File: src/rtl/msc_pkg.sv
`default_nettype none

package msc_pkg;

    // ==============================
    // Widths and types
    // ==============================
    localparam int word_w = 32;                   // USB and sector buffer word
    localparam int cdb_w  = 128;                  // Packed 16-byte CDB

    typedef logic [word_w-1:0] word_t;
    typedef logic [cdb_w-1:0]  cdb_t;

    // ==============================
    // Wrapper constants
    // ==============================
    localparam word_t cbw_signature = 32'h4342_5355;   // "USBC", little endian
    localparam word_t csw_signature = 32'h5342_5355;   // "USBS"

    localparam int cbw_words = 8;                 // 31 bytes padded to 8 words
    localparam int cdb_words = 4;                 // Last four CBW words
    localparam int csw_words = 4;                 // 13 bytes padded to 4 words

    // Validity limits
    localparam int max_luns   = 4;
    localparam int max_cb_len = 16;

    // bCSWStatus codes
    typedef enum logic [7:0] {
        pass        = 8'h00,
        fail        = 8'h01,
        phase_error = 8'h02
    } csw_status_t;

endpackage

`default_nettype wire

File: src/rtl/cbw_parser.sv
`timescale 1ns/10ps
`default_nettype none

module cbw_parser (
    input  wire                    clk,
    input  wire                    rst_n,
    input  wire                    collect,        // Idle or receive phase
    input  wire msc_pkg::word_t    rx_data,
    input  wire                    rx_valid,
    output logic                   cbw_done,
    output logic                   cbw_ok,
    output msc_pkg::word_t         cbw_tag,
    output msc_pkg::word_t         cbw_length,
    output logic                   cbw_dir_in,
    output logic [3:0]             cbw_lun,
    output logic [4:0]             cbw_cb_length,
    output msc_pkg::cdb_t          cdb
);

    logic [2:0] word_cnt;   // Index of next CBW word
    logic [1:0] cdb_idx;    // CDB word slot
    logic       sig_bad;    // Word 0 was not "USBC"
    logic       accept;

    // rx_ready is high whenever collect is, so valid alone completes a beat
    assign accept  = collect && rx_valid;
    assign cdb_idx = 2'(word_cnt - 3'(msc_pkg::cbw_words - msc_pkg::cdb_words));

    // ==============================
    // Word counter and done pulse
    // ==============================
    always_ff @(posedge clk or negedge rst_n) begin
        if (!rst_n) begin
            word_cnt <= '0;
            cbw_done <= 1'b0;
        end else begin
            cbw_done <= accept && (word_cnt == 3'(msc_pkg::cbw_words - 1));
            if (accept) begin
                word_cnt <= word_cnt + 3'd1;   // Wraps to 0 after word 7
            end
        end
    end

    // ==============================
    // Field capture
    // ==============================
    always_ff @(posedge clk) begin
        if (accept) begin
            case (word_cnt)
                3'd0: sig_bad    <= (rx_data != msc_pkg::cbw_signature);
                3'd1: cbw_tag    <= rx_data;
                3'd2: cbw_length <= rx_data;   // dCBWDataTransferLength
                3'd3: begin
                    cbw_dir_in    <= rx_data[7];       // bmCBWFlags bit 7
                    cbw_lun       <= rx_data[11:8];    // bCBWLUN
                    cbw_cb_length <= rx_data[20:16];   // bCBWCBLength
                end
                default: cdb[cdb_idx*msc_pkg::word_w +: msc_pkg::word_w] <= rx_data;
            endcase
        end
    end

    // Judged on the captured fields, sampled with cbw_done
    assign cbw_ok = !sig_bad
                 && (cbw_lun < msc_pkg::max_luns)
                 && (cbw_cb_length != 5'd0)
                 && (cbw_cb_length <= msc_pkg::max_cb_len);

    // Eight beats separate any two CBWs
    done_single_pulse: assert property (
        @(posedge clk) disable iff (!rst_n) cbw_done |=> !cbw_done
    ) else $error("cbw_done high two cycles running");

endmodule

`default_nettype wire

File: src/rtl/csw_builder.sv
`timescale 1ns/10ps
`default_nettype none

module csw_builder (
    input  wire                    clk,
    input  wire                    rst_n,
    input  wire                    status_take,
    input  wire                    error_take,
    input  wire                    csw_start,
    input  wire [7:0]              scsi_status,
    input  wire msc_pkg::word_t    scsi_residue,
    input  wire msc_pkg::word_t    cbw_tag,
    input  wire msc_pkg::word_t    cbw_length,
    input  wire                    tx_ready,
    output msc_pkg::word_t         csw_word,
    output logic                   csw_valid,
    output logic                   csw_last_accept
);

    msc_pkg::csw_status_t status;
    msc_pkg::word_t       residue;
    logic [1:0]           word_idx;   // CSW word on the bus
    logic                 accept;

    assign accept          = csw_valid && tx_ready;
    assign csw_last_accept = accept && (word_idx == 2'(msc_pkg::csw_words - 1));

    // Status and residue capture
    always_ff @(posedge clk) begin
        if (status_take) begin
            residue <= scsi_residue;
            if (scsi_status == 8'h00) begin
                status <= msc_pkg::pass;
            end else begin
                status <= msc_pkg::fail;   // Any nonzero SCSI status
            end
        end else if (error_take) begin
            residue <= cbw_length;             // Nothing moved
            status  <= msc_pkg::phase_error;
        end
    end

    // ==============================
    // Serializer
    // ==============================
    always_ff @(posedge clk or negedge rst_n) begin
        if (!rst_n) begin
            word_idx  <= '0;
            csw_valid <= 1'b0;
        end else if (csw_start) begin
            word_idx  <= '0;
            csw_valid <= 1'b1;
        end else if (accept) begin
            word_idx <= word_idx + 2'd1;   // Advance on acceptance only
            if (csw_last_accept) begin
                csw_valid <= 1'b0;
            end
        end
    end

    always_comb begin
        case (word_idx)
            2'd0:    csw_word = msc_pkg::csw_signature;
            2'd1:    csw_word = cbw_tag;   // dCSWTag echo
            2'd2:    csw_word = residue;
            default: csw_word = {{(msc_pkg::word_w - 8){1'b0}}, status};
        endcase
    end

    // Host back-pressure must not disturb the pending word
    word_hold: assert property (
        @(posedge clk) disable iff (!rst_n) (csw_valid && !tx_ready) |=> $stable(csw_word)
    ) else $error("csw_word changed while stalled");

endmodule

`default_nettype wire

File: src/rtl/msc_protocol.sv
`timescale 1ns/10ps
`default_nettype none

module msc_protocol (
    input  wire                    clk,
    input  wire                    rst_n,
    // USB receive stream
    input  wire msc_pkg::word_t    rx_data,
    input  wire                    rx_valid,
    output logic                   rx_ready,
    // USB transmit stream
    output msc_pkg::word_t         tx_data,
    output logic                   tx_valid,
    input  wire                    tx_ready,
    // SCSI engine
    output msc_pkg::cdb_t          scsi_cdb,
    output logic [7:0]             scsi_cdb_length,
    output logic [2:0]             scsi_lun,
    output msc_pkg::word_t         scsi_xfer_length,
    output logic                   scsi_cmd_valid,
    input  wire                    scsi_cmd_ready,
    output logic                   scsi_data_in,
    output logic                   scsi_data_out,
    input  wire                    scsi_xfer_done,
    input  wire [7:0]              scsi_status,
    input  wire msc_pkg::word_t    scsi_residue,
    input  wire                    scsi_status_valid,
    output logic                   scsi_status_ready,
    // Sector buffer
    output msc_pkg::word_t         buf_wr_data,
    output logic                   buf_wr_valid,
    input  wire                    buf_wr_ready,
    input  wire msc_pkg::word_t    buf_rd_data,
    input  wire                    buf_rd_valid,
    output logic                   buf_rd_ready,
    output logic                   transfer_done
);

    // Parser outputs
    logic           collect;
    logic           cbw_done;
    logic           cbw_ok;
    msc_pkg::word_t cbw_tag;
    msc_pkg::word_t cbw_length;
    logic           cbw_dir_in;
    logic [3:0]     cbw_lun;
    logic [4:0]     cbw_cb_length;
    msc_pkg::cdb_t  cdb;

    // Sequencer and builder handshake
    logic           status_take;
    logic           error_take;
    logic           csw_start;
    msc_pkg::word_t csw_word;
    logic           csw_valid;
    logic           csw_last_accept;

    assign buf_wr_data = rx_data;   // Qualified by buf_wr_valid

    cbw_parser cbw_parser_inst (
        .clk, .rst_n, .collect, .rx_data, .rx_valid,
        .cbw_done, .cbw_ok, .cbw_tag, .cbw_length,
        .cbw_dir_in, .cbw_lun, .cbw_cb_length, .cdb
    );

    msc_sequencer msc_sequencer_inst (
        .clk, .rst_n, .cbw_done, .cbw_ok, .cbw_length, .cbw_dir_in,
        .cbw_lun, .cbw_cb_length, .cdb,
        .scsi_cmd_ready, .scsi_xfer_done, .scsi_status_valid,
        .rx_valid, .tx_ready, .buf_wr_ready, .buf_rd_data, .buf_rd_valid,
        .csw_word, .csw_valid, .csw_last_accept,
        .collect, .scsi_cdb, .scsi_cdb_length, .scsi_lun, .scsi_xfer_length,
        .scsi_cmd_valid, .scsi_data_in, .scsi_data_out, .scsi_status_ready,
        .rx_ready, .tx_data, .tx_valid, .buf_wr_valid, .buf_rd_ready,
        .status_take, .error_take, .csw_start, .transfer_done
    );

    csw_builder csw_builder_inst (
        .clk, .rst_n, .status_take, .error_take, .csw_start,
        .scsi_status, .scsi_residue, .cbw_tag, .cbw_length, .tx_ready,
        .csw_word, .csw_valid, .csw_last_accept
    );

endmodule

`default_nettype wire

File: src/rtl/msc_sequencer.sv
`timescale 1ns/10ps
`default_nettype none

module msc_sequencer (
    input  wire                    clk,
    input  wire                    rst_n,
    input  wire                    cbw_done,
    input  wire                    cbw_ok,
    input  wire msc_pkg::word_t    cbw_length,
    input  wire                    cbw_dir_in,
    input  wire [3:0]              cbw_lun,
    input  wire [4:0]              cbw_cb_length,
    input  wire msc_pkg::cdb_t     cdb,
    input  wire                    scsi_cmd_ready,
    input  wire                    scsi_xfer_done,
    input  wire                    scsi_status_valid,
    input  wire                    rx_valid,
    input  wire                    tx_ready,
    input  wire                    buf_wr_ready,
    input  wire msc_pkg::word_t    buf_rd_data,
    input  wire                    buf_rd_valid,
    input  wire msc_pkg::word_t    csw_word,
    input  wire                    csw_valid,
    input  wire                    csw_last_accept,
    output logic                   collect,
    output msc_pkg::cdb_t          scsi_cdb,
    output logic [7:0]             scsi_cdb_length,
    output logic [2:0]             scsi_lun,
    output msc_pkg::word_t         scsi_xfer_length,
    output logic                   scsi_cmd_valid,
    output logic                   scsi_data_in,
    output logic                   scsi_data_out,
    output logic                   scsi_status_ready,
    output logic                   rx_ready,
    output msc_pkg::word_t         tx_data,
    output logic                   tx_valid,
    output logic                   buf_wr_valid,
    output logic                   buf_rd_ready,
    output logic                   status_take,
    output logic                   error_take,
    output logic                   csw_start,
    output logic                   transfer_done
);

    typedef enum logic [2:0] {
        st_receive, st_command, st_data_in, st_data_out, st_wait_status, st_error, st_csw
    } state_t;

    state_t state;
    state_t state_next;
    logic   xfer_zero;   // No data phase

    assign xfer_zero = (scsi_xfer_length == '0);

    // ==============================
    // Phase FSM
    // ==============================
    always_comb begin
        state_next = state;
        case (state)
            st_receive:
                if (cbw_done) state_next = cbw_ok ? st_command : st_error;
            st_command:
                if (scsi_cmd_ready) begin
                    if (xfer_zero)       state_next = st_wait_status;
                    else if (cbw_dir_in) state_next = st_data_in;
                    else                 state_next = st_data_out;
                end
            st_data_in, st_data_out:
                if (scsi_xfer_done) state_next = st_wait_status;
            st_wait_status:
                if (scsi_status_valid) state_next = st_csw;
            st_error:
                state_next = st_csw;   // Phase error CSW
            st_csw:
                if (csw_last_accept) state_next = st_receive;
            default:
                state_next = st_receive;
        endcase
    end

    always_ff @(posedge clk or negedge rst_n) begin
        if (!rst_n) begin
            state         <= st_receive;
            csw_start     <= 1'b0;
            transfer_done <= 1'b0;
        end else begin
            state         <= state_next;
            csw_start     <= status_take || error_take;   // One cycle after the take
            transfer_done <= csw_last_accept;
        end
    end

    // Command fields, loaded on entry to the command phase
    always_ff @(posedge clk) begin
        if (cbw_done && cbw_ok && (state == st_receive)) begin
            scsi_cdb         <= cdb;
            scsi_cdb_length  <= {3'b000, cbw_cb_length};
            scsi_lun         <= cbw_lun[2:0];   // Below max_luns once judged
            scsi_xfer_length <= cbw_length;
        end
    end

    // ==============================
    // Handshakes and steering
    // ==============================
    assign collect           = (state == st_receive);
    assign scsi_cmd_valid    = (state == st_command);
    assign scsi_data_in      = (state == st_data_in);
    assign scsi_data_out     = (state == st_data_out);
    assign scsi_status_ready = (state == st_wait_status);
    assign status_take       = scsi_status_ready && scsi_status_valid;
    assign error_take        = (state == st_error);

    // Host to buffer during data-out
    assign rx_ready     = collect || (scsi_data_out && buf_wr_ready);
    assign buf_wr_valid = scsi_data_out && rx_valid;

    // Buffer or CSW to host
    assign tx_data      = scsi_data_in ? buf_rd_data : csw_word;
    assign tx_valid     = scsi_data_in ? buf_rd_valid : ((state == st_csw) && csw_valid);
    assign buf_rd_ready = scsi_data_in && tx_ready;

    data_dir_exclusive: assert property (
        @(posedge clk) disable iff (!rst_n) !(scsi_data_in && scsi_data_out)
    ) else $error("data-in and data-out both active");

    // Engine handshake is sticky
    cmd_valid_held: assert property (
        @(posedge clk) disable iff (!rst_n) (scsi_cmd_valid && !scsi_cmd_ready) |=> scsi_cmd_valid
    ) else $error("scsi_cmd_valid dropped before scsi_cmd_ready");

endmodule

`default_nettype wire

File: config.mk
export PLATFORM = sky130hd
export DESIGN_NAME = msc_protocol
export DESIGN_NICKNAME = d
export VERILOG_FILES = /design/src/rtl/msc_pkg.sv /design/src/rtl/cbw_parser.sv /design/src/rtl/csw_builder.sv /design/src/rtl/msc_protocol.sv /design/src/rtl/msc_sequencer.sv
export SDC_FILE = /design/constraint.sdc
export NUM_CORES = 1
export LEC_CHECK = 0
export ABC_CLOCK_PERIOD_IN_PS = 11000
export BUFFER_PORTS_ARGS = -buffer_cell sky130_fd_sc_hd__buf_2
export CAP_MARGIN = 20
export CORE_UTILIZATION = 50
export DETAILED_ROUTE_END_ITERATION = 7
export GPL_TIMING_DRIVEN = 0
export PLACE_DENSITY_LB_ADDON = 0.15
export SLEW_MARGIN = 20
export SYNTH_ARGS = -nofsm -noshare
export SYNTH_HDL_FRONTEND = slang
export SYNTH_SLANG_ARGS = --single-unit
File: constraint.sdc
create_clock -name clk -period 11 [get_ports clk]
set_clock_uncertainty 0.1 [all_clocks]
set_input_delay 1.1 -clock clk [delete_from_list [all_inputs] [get_ports clk]]
set_output_delay 1.1 -clock clk [all_outputs]
set_load 0.02 [all_outputs]
## Word-level counts from Yosys, hierarchy flattened

Index checks and enable logic that the tools add are counted.

| word-level totals | value |
|---|---|
| output and inout bits | 244 |
| word-level logic and storage cells | 106 |
| register bits | 423 |
| bits of input ports | 113 |

| cells by class | value |
|---|---|
| $add $sub $neg | 4 |
| reduce and logical (&&, ||, !) cells | 35 |
| order comparisons | 2 |
| shifts and indexed selects | 2 |
| eq/ne operators | 19 |
| mux-type cells | 23 |
| bitwise operators | 1 |

Operator list:

| kind | number |
|---|---|
| 128-bit bitwise mux | 1 |
| 32-bit by 34-bit variable shift with 128-bit output, first input constant | 1 |
| 32-bit by 34-bit variable part select with 128-bit output | 1 |
| 32-bit two-way mux | 3 |
| 32-bit case mux with 3 select lines | 1 |
| 7-bit negation with 34-bit output | 1 |
| 32-bit zero test | 1 |
| 32-bit by 31-bit inequality test with 1-bit output, second input constant | 1 |
| 3-bit two-way mux | 7 |
| 3-bit case mux with 6 select lines | 1 |
| 8-bit two-way mux | 2 |
| 1-bit logical AND | 14 |
| 3-bit by 2-bit == test with 1-bit output, second input constant | 4 |
| 3-bit == test, second input constant | 4 |
| 2-bit AND reduction | 6 |
| 8-bit zero test | 1 |
| 3-bit by 1-bit == test with 1-bit output, second input constant | 2 |
| 3-bit zero test | 2 |
| 1-bit two-way mux | 6 |
| 2-bit inequality test, second input constant | 3 |
| 2-bit nonzero test | 3 |
| 5-bit less-or-equal comparator, second input constant | 1 |
| 5-bit AND reduction | 1 |
| 5-bit nonzero test | 1 |
| other kinds (14) | 18 |

## Logic depth before layout (Yosys ltp)

| logic depth | value |
|---|---|
| word-level depth | 7 |
| mapped depth | 6 |
| mapped depth without buffers | 6 |

## Modules after synthesis

Synthesis repeated with hierarchy kept, for this count alone.

| second synthesis, totals | value |
|---|---|
| cell total of the unflattened synthesis | 865 |
| area total of the unflattened synthesis | 15732.6 µm² |

Modules (own cells, without submodules):

| module | cells an instance | seq. area each (µm²) | times used | area each (µm²) |
|---|---|---|---|---|
| cbw_parser | 394 | 6195.9 | 1 | 7457.2 |
| msc_sequencer | 269 | 5170.0 | 1 | 5936.9 |
| csw_builder | 170 | 1096.1 | 1 | 2098.3 |
| msc_protocol | 32 | 0.0 | 1 | 240.2 |

## Worst setup path before layout

OpenSTA, ideal clock, no wires.

| timing | value |
|---|---|
| kind | flip-flop to flip-flop |
| start point | register msc_sequencer_inst.state[0] |
| end point | register msc_sequencer_inst.scsi_cdb[0] (enable) |
| buffers on the path | 1 |
| arrival time | 7.907 ns |
| setup time | 0.701 ns |
| period minus slack after synthesis | 8.707 ns |
| stages on the path, launching flop included | 5 |
| data required time | 10.199 ns |
| path slack | 2.293 ns |
| cells stage by stage | dfrtp_1 -> buf_2 -> nor4_1 -> nand2_1 -> nor2_1 |

| between the ends | value |
|---|---|
| cells in the longest elaborated chain, start to end | 2 |

RTL lines:

| element | line | RTL |
|---|---|---|
| start: declaration | msc_sequencer.sv:49 | `state_t state;` |
| start signal: assignment | msc_sequencer.sv:84 | `state <= st_receive;` |
| start signal: assignment | msc_sequencer.sv:88 | `state <= state_next;` |
| 3-bit zero test | msc_sequencer.sv:96 | `if (cbw_done && cbw_ok && (state == st_receive)) begin` |
| 1-bit logical AND | msc_sequencer.sv:96 |  |
| end signal: assignment | msc_sequencer.sv:97 | `scsi_cdb <= cdb;` |
| end: declaration | msc_sequencer.sv:26 | `output msc_pkg::cdb_t scsi_cdb,` |

Every way passes these cells.
A chain may end at the register's enable or synchronous reset.

## Worst setup path after layout

| timing | value |
|---|---|
| start point | register csw_builder_inst.word_idx[0] |
| end point | output port tx_data[11] |

| between the ends | value |
|---|---|
| cells in the longest elaborated chain, start to end | 3 |
| elaborated cells between the ends (all ways) | 5 |
| classes of those cells | eq/ne (2); mux (2); reduce/logical (1) |

RTL lines:

| element | line | RTL |
|---|---|---|
| start: declaration | csw_builder.sv:22 | `logic [1:0] word_idx;` |
| start signal: assignment | csw_builder.sv:54 | `word_idx <= word_idx + 2'd1;` |
| 2-bit == test (tied with other cells) | csw_builder.sv:62 | `case (word_idx)` |
| 32-bit case mux with 3 select lines (*) | csw_builder.sv:62 |  |
| 32-bit two-way mux (*) | msc_sequencer.sv:120 | `assign tx_data = scsi_data_in ? buf_rd_data : csw_word;` |
| end: declaration | msc_protocol.sv:12 | `output msc_pkg::word_t tx_data,` |

Mark *: on every way between the ends. The rest lies on a longest branch, timed or not.

==> impl_results.md <==
- # setup viols final: 0
- Switching share of power: 28.8%
- Period utilization: 34.0%
- Setup tns final: 0 ps
- GR Util All Layers: 24.6%
- Ys Warns: 0
- Final core utilization: 63.6%
- Fin area: 19500 µm²
- Startpoint Class: register
- Worst Hold Class: register to register
- EDFF count, synth: 405
- Cts bufs inserted: 42
- CTS Hold Bufs: 0
- CTS resizes: 0
- Synthesized instance count: 872
- Width of the die: 179 µm
- Slew HR: 46.2%
- Routed len/inst: 23.1 µm
- Synth-to-layout area growth: 25.1%
- Area of the core: 30700 µm²
- Setup CP Type: register to output port
- Cell Area, Placed: 18200 µm²
- Post-detailed-route count of antenna-violating nets: 0
- Port-buffer cells: 353
- CTS sink cnt: 417
- Main synth FF type: edfxtp_1
- Outcome: finished clean
- FMAX: 0.267 GHz
- Max-slew violations: 0
- Total Wirelength: 39.6 mm
- Worst hold slack: 310 ps
- Tmin final: 3740 ps
- Nets@finish: 1413
- Synthesized area: 15600 µm²
- Maximum vdd drop: 0.143 mV
- CP arrival: 2540 ps
- Vias: 9121
- Root buffer cell: clkbuf_16
- Flops & latches, synth: 417
- Synth top area share: 78.0%
- H-tree depth: 2
- Seq/Total Area, Yosys: 79.9%
- Net Sw Power: 1.20 mW
- Worst EP required: 9800 ps
- P_int: 2.97 mW
- Fin. Hold Viols: 0
- Synth area leader: edfxtp_1
- Netlist cell types: 46
- Die Y: 179 µm
- Worst-case clock buffer depth: 3
- Gr ovfl total: 0
- Initial antenna violation count: 4
- Crit path max fanout: 10
- TritonCTS clock tree: done
- Vias in the first global route: 8427
- HPWL after DPL: 27.2 mm
- Worst setup EP type: output port
- Initial Util: 50.8%
- Mean Syn Cell Area: 17.9 µm²
- First-pass GRT wire length: 54.7 mm
- PwrDens: 214 nW/µm²
- Via density: 5.32
- Lkg Pwr: 7.37 nW
- Largest net degree at the start of global routing: 29
- Slew @ Worst Pin: 805 ps
- GP Congestion: 0.865
- Residual DRC: 0
- Post-synthesis async set-or-reset flop share: 2.88%
- Layout cells sized above 1: 39.1%
- Boundary Pins: 357
- Sequential power share: 45.0%
- Area contributors post-synth: edfxtp_1 (78%), and2_1 (5.5%), mux2_4 (2.8%), dfrtp_1 (1.9%), buf_4 (1.7%)
- Clock Power Share: 32.3%
- Skew-Pair Late Insertion Delay: 530 ps
- Num rows: 64
- First-pass DRT Iterations: 5
- RSZ-0062 raised after global routing: no
- Comb pwr share: 22.7%
- Max_cap viols: 0
- Most frequent cells in the layout: edfxtp_1 (405), buf_2 (361), and2_1 (133), clkbuf_16 (42), nand2_1 (41)
- Most common cell after layout, fill and taps aside: edfxtp_1
- Die area: 31900 µm²
- Worst-path clk slew: 60 ps
- Setup bufs post-CTS: 0
- Initial DRC Count: 697
-- routing by layer --
| metal | up-vias | wire length (µm) | GRT usage, % |
|---|---|---|---|
| met2 | 405 | 19300 | 39.1 |
| met1 | 4556 | 16700 | 34.4 |
| met5 | - | 0 | 0 |
| li1 | 4090 | - | - |
| met4 | 0 | 1040 | 8.93 |
| met3 | 70 | 2590 | 4.16 |
-- per-stage QoR --
stage	setup WS (ps)	total power, mW	cells
global route	7070	4.34	1715
finish	7260	4.17	1715
detailed placement	7790	2.86	1640
global placement	-1620	2.83	1623
CTS	7250	4.20	1712
floorplan	2290	2.52	874
-- path summary, 6_finish.rpt --
check | start | endpoint | slack (ps) | cells past startpoint
setup / recovery | csw_builder_inst.word_idx[0] | tx_data[11] | 7260 | 6
hold / removal | cbw_parser_inst.cdb[34] | msc_sequencer_inst.scsi_cdb[34] | 310 | 0
setup reg to reg | cbw_parser_inst.cbw_cb_length[1] | msc_sequencer_inst.scsi_cdb[102] | 8170 | 7
hold reg to reg | cbw_parser_inst.cdb[34] | msc_sequencer_inst.scsi_cdb[34] | 310 | 0
max in group asynchronous | rst_n | cbw_parser_inst.word_cnt[1] | 10200 | 1
min in group asynchronous | rst_n | csw_builder_inst.csw_valid | 360 | 1
-- power by group through the flow --
stage	Clock, mW	Combinational, mW	Sequential, mW
4_1_cts	1.37	0.951	1.88
3_3_place_gp	0	0.913	1.92
3_5_place_dp	0	0.946	1.91
2_1_floorplan	0	0.611	1.91
6_report	1.35	0.947	1.88
5_1_grt	1.43	1.03	1.88
-- synth_stat cells (2+ instances only) --
library cell	instances
and3_1	5
nand4_1	4
nor4b_1	3
clkbuf_1	23
nor3b_1	6
buf_2	8
xnor2_1	3
nor4_1	14
o31ai_1	18
o21ai_0	18
ha_1	12
nor4bb_1	3
inv_1	8
a221oi_1	13
and2_1	137
buf_6	3
nand2b_1	5
a22oi_1	18
nor2_1	15
edfxtp_1	405
mux2i_1	2
mux2_4	29
dfrtp_1	12
nor3_2	2
nor3_1	2
buf_4	36
nand2_1	41
a21oi_1	5
nand3_1	3
mux2_2	3
-- final cells by class --
| class | count | area [µm²] |
|---|---|---|
| fill | 2332 | 11200 |
| buffer | 70 | 430 |
| clock inverter | 20 | 180 |
| multi-input combinational | 379 | 2700 |
| inverter | 8 | 30.0 |
| timing repair buffer | 370 | 2110 |
| tap | 396 | 495 |
| sequential | 417 | 12500 |
| antenna | 3 | 7.51 |
| clock buffer | 52 | 1100 |
-- kinds of logic (layout without fill, tap and decap cells) --
logic type / count (synthesis) / count (layout) / synth area share, %
fa+ha+maj: 12 / 12 / 0.963
flops: 417 / 417 / 79.9
mux: 34 / 34 / 3.14
buf+inv: 78 / 520 / 2.95
simple gates: 247 / 247 / 9.22
other cells: 1 / 6 / 0.0240
compound gates: 80 / 80 / 3.63
xor+xnor: 3 / 3 / 0.169
-- flip-flops by register name, summed over array words and instances (netlist names), 4 cells and up --
register / count
msc_sequencer_inst.scsi_cdb: 128
cbw_parser_inst.cdb: 128
msc_sequencer_inst.scsi_cdb_length: 5
msc_sequencer_inst.scsi_xfer_length: 32
cbw_parser_inst.cbw_cb_length: 5
cbw_parser_inst.cbw_lun: 4
csw_builder_inst.residue: 32
cbw_parser_inst.cbw_length: 32
cbw_parser_inst.cbw_tag: 32
-- critical path, cell delays in order, from the launching register on --
cell and delay, ps:
dfrtp_1 410, inv_1 120, ha_1 350, clkbuf_1 430, a22oi_1 250, o31ai_1 250, buf_2 210
No activity file was read; power rests on OpenSTA's default activity.
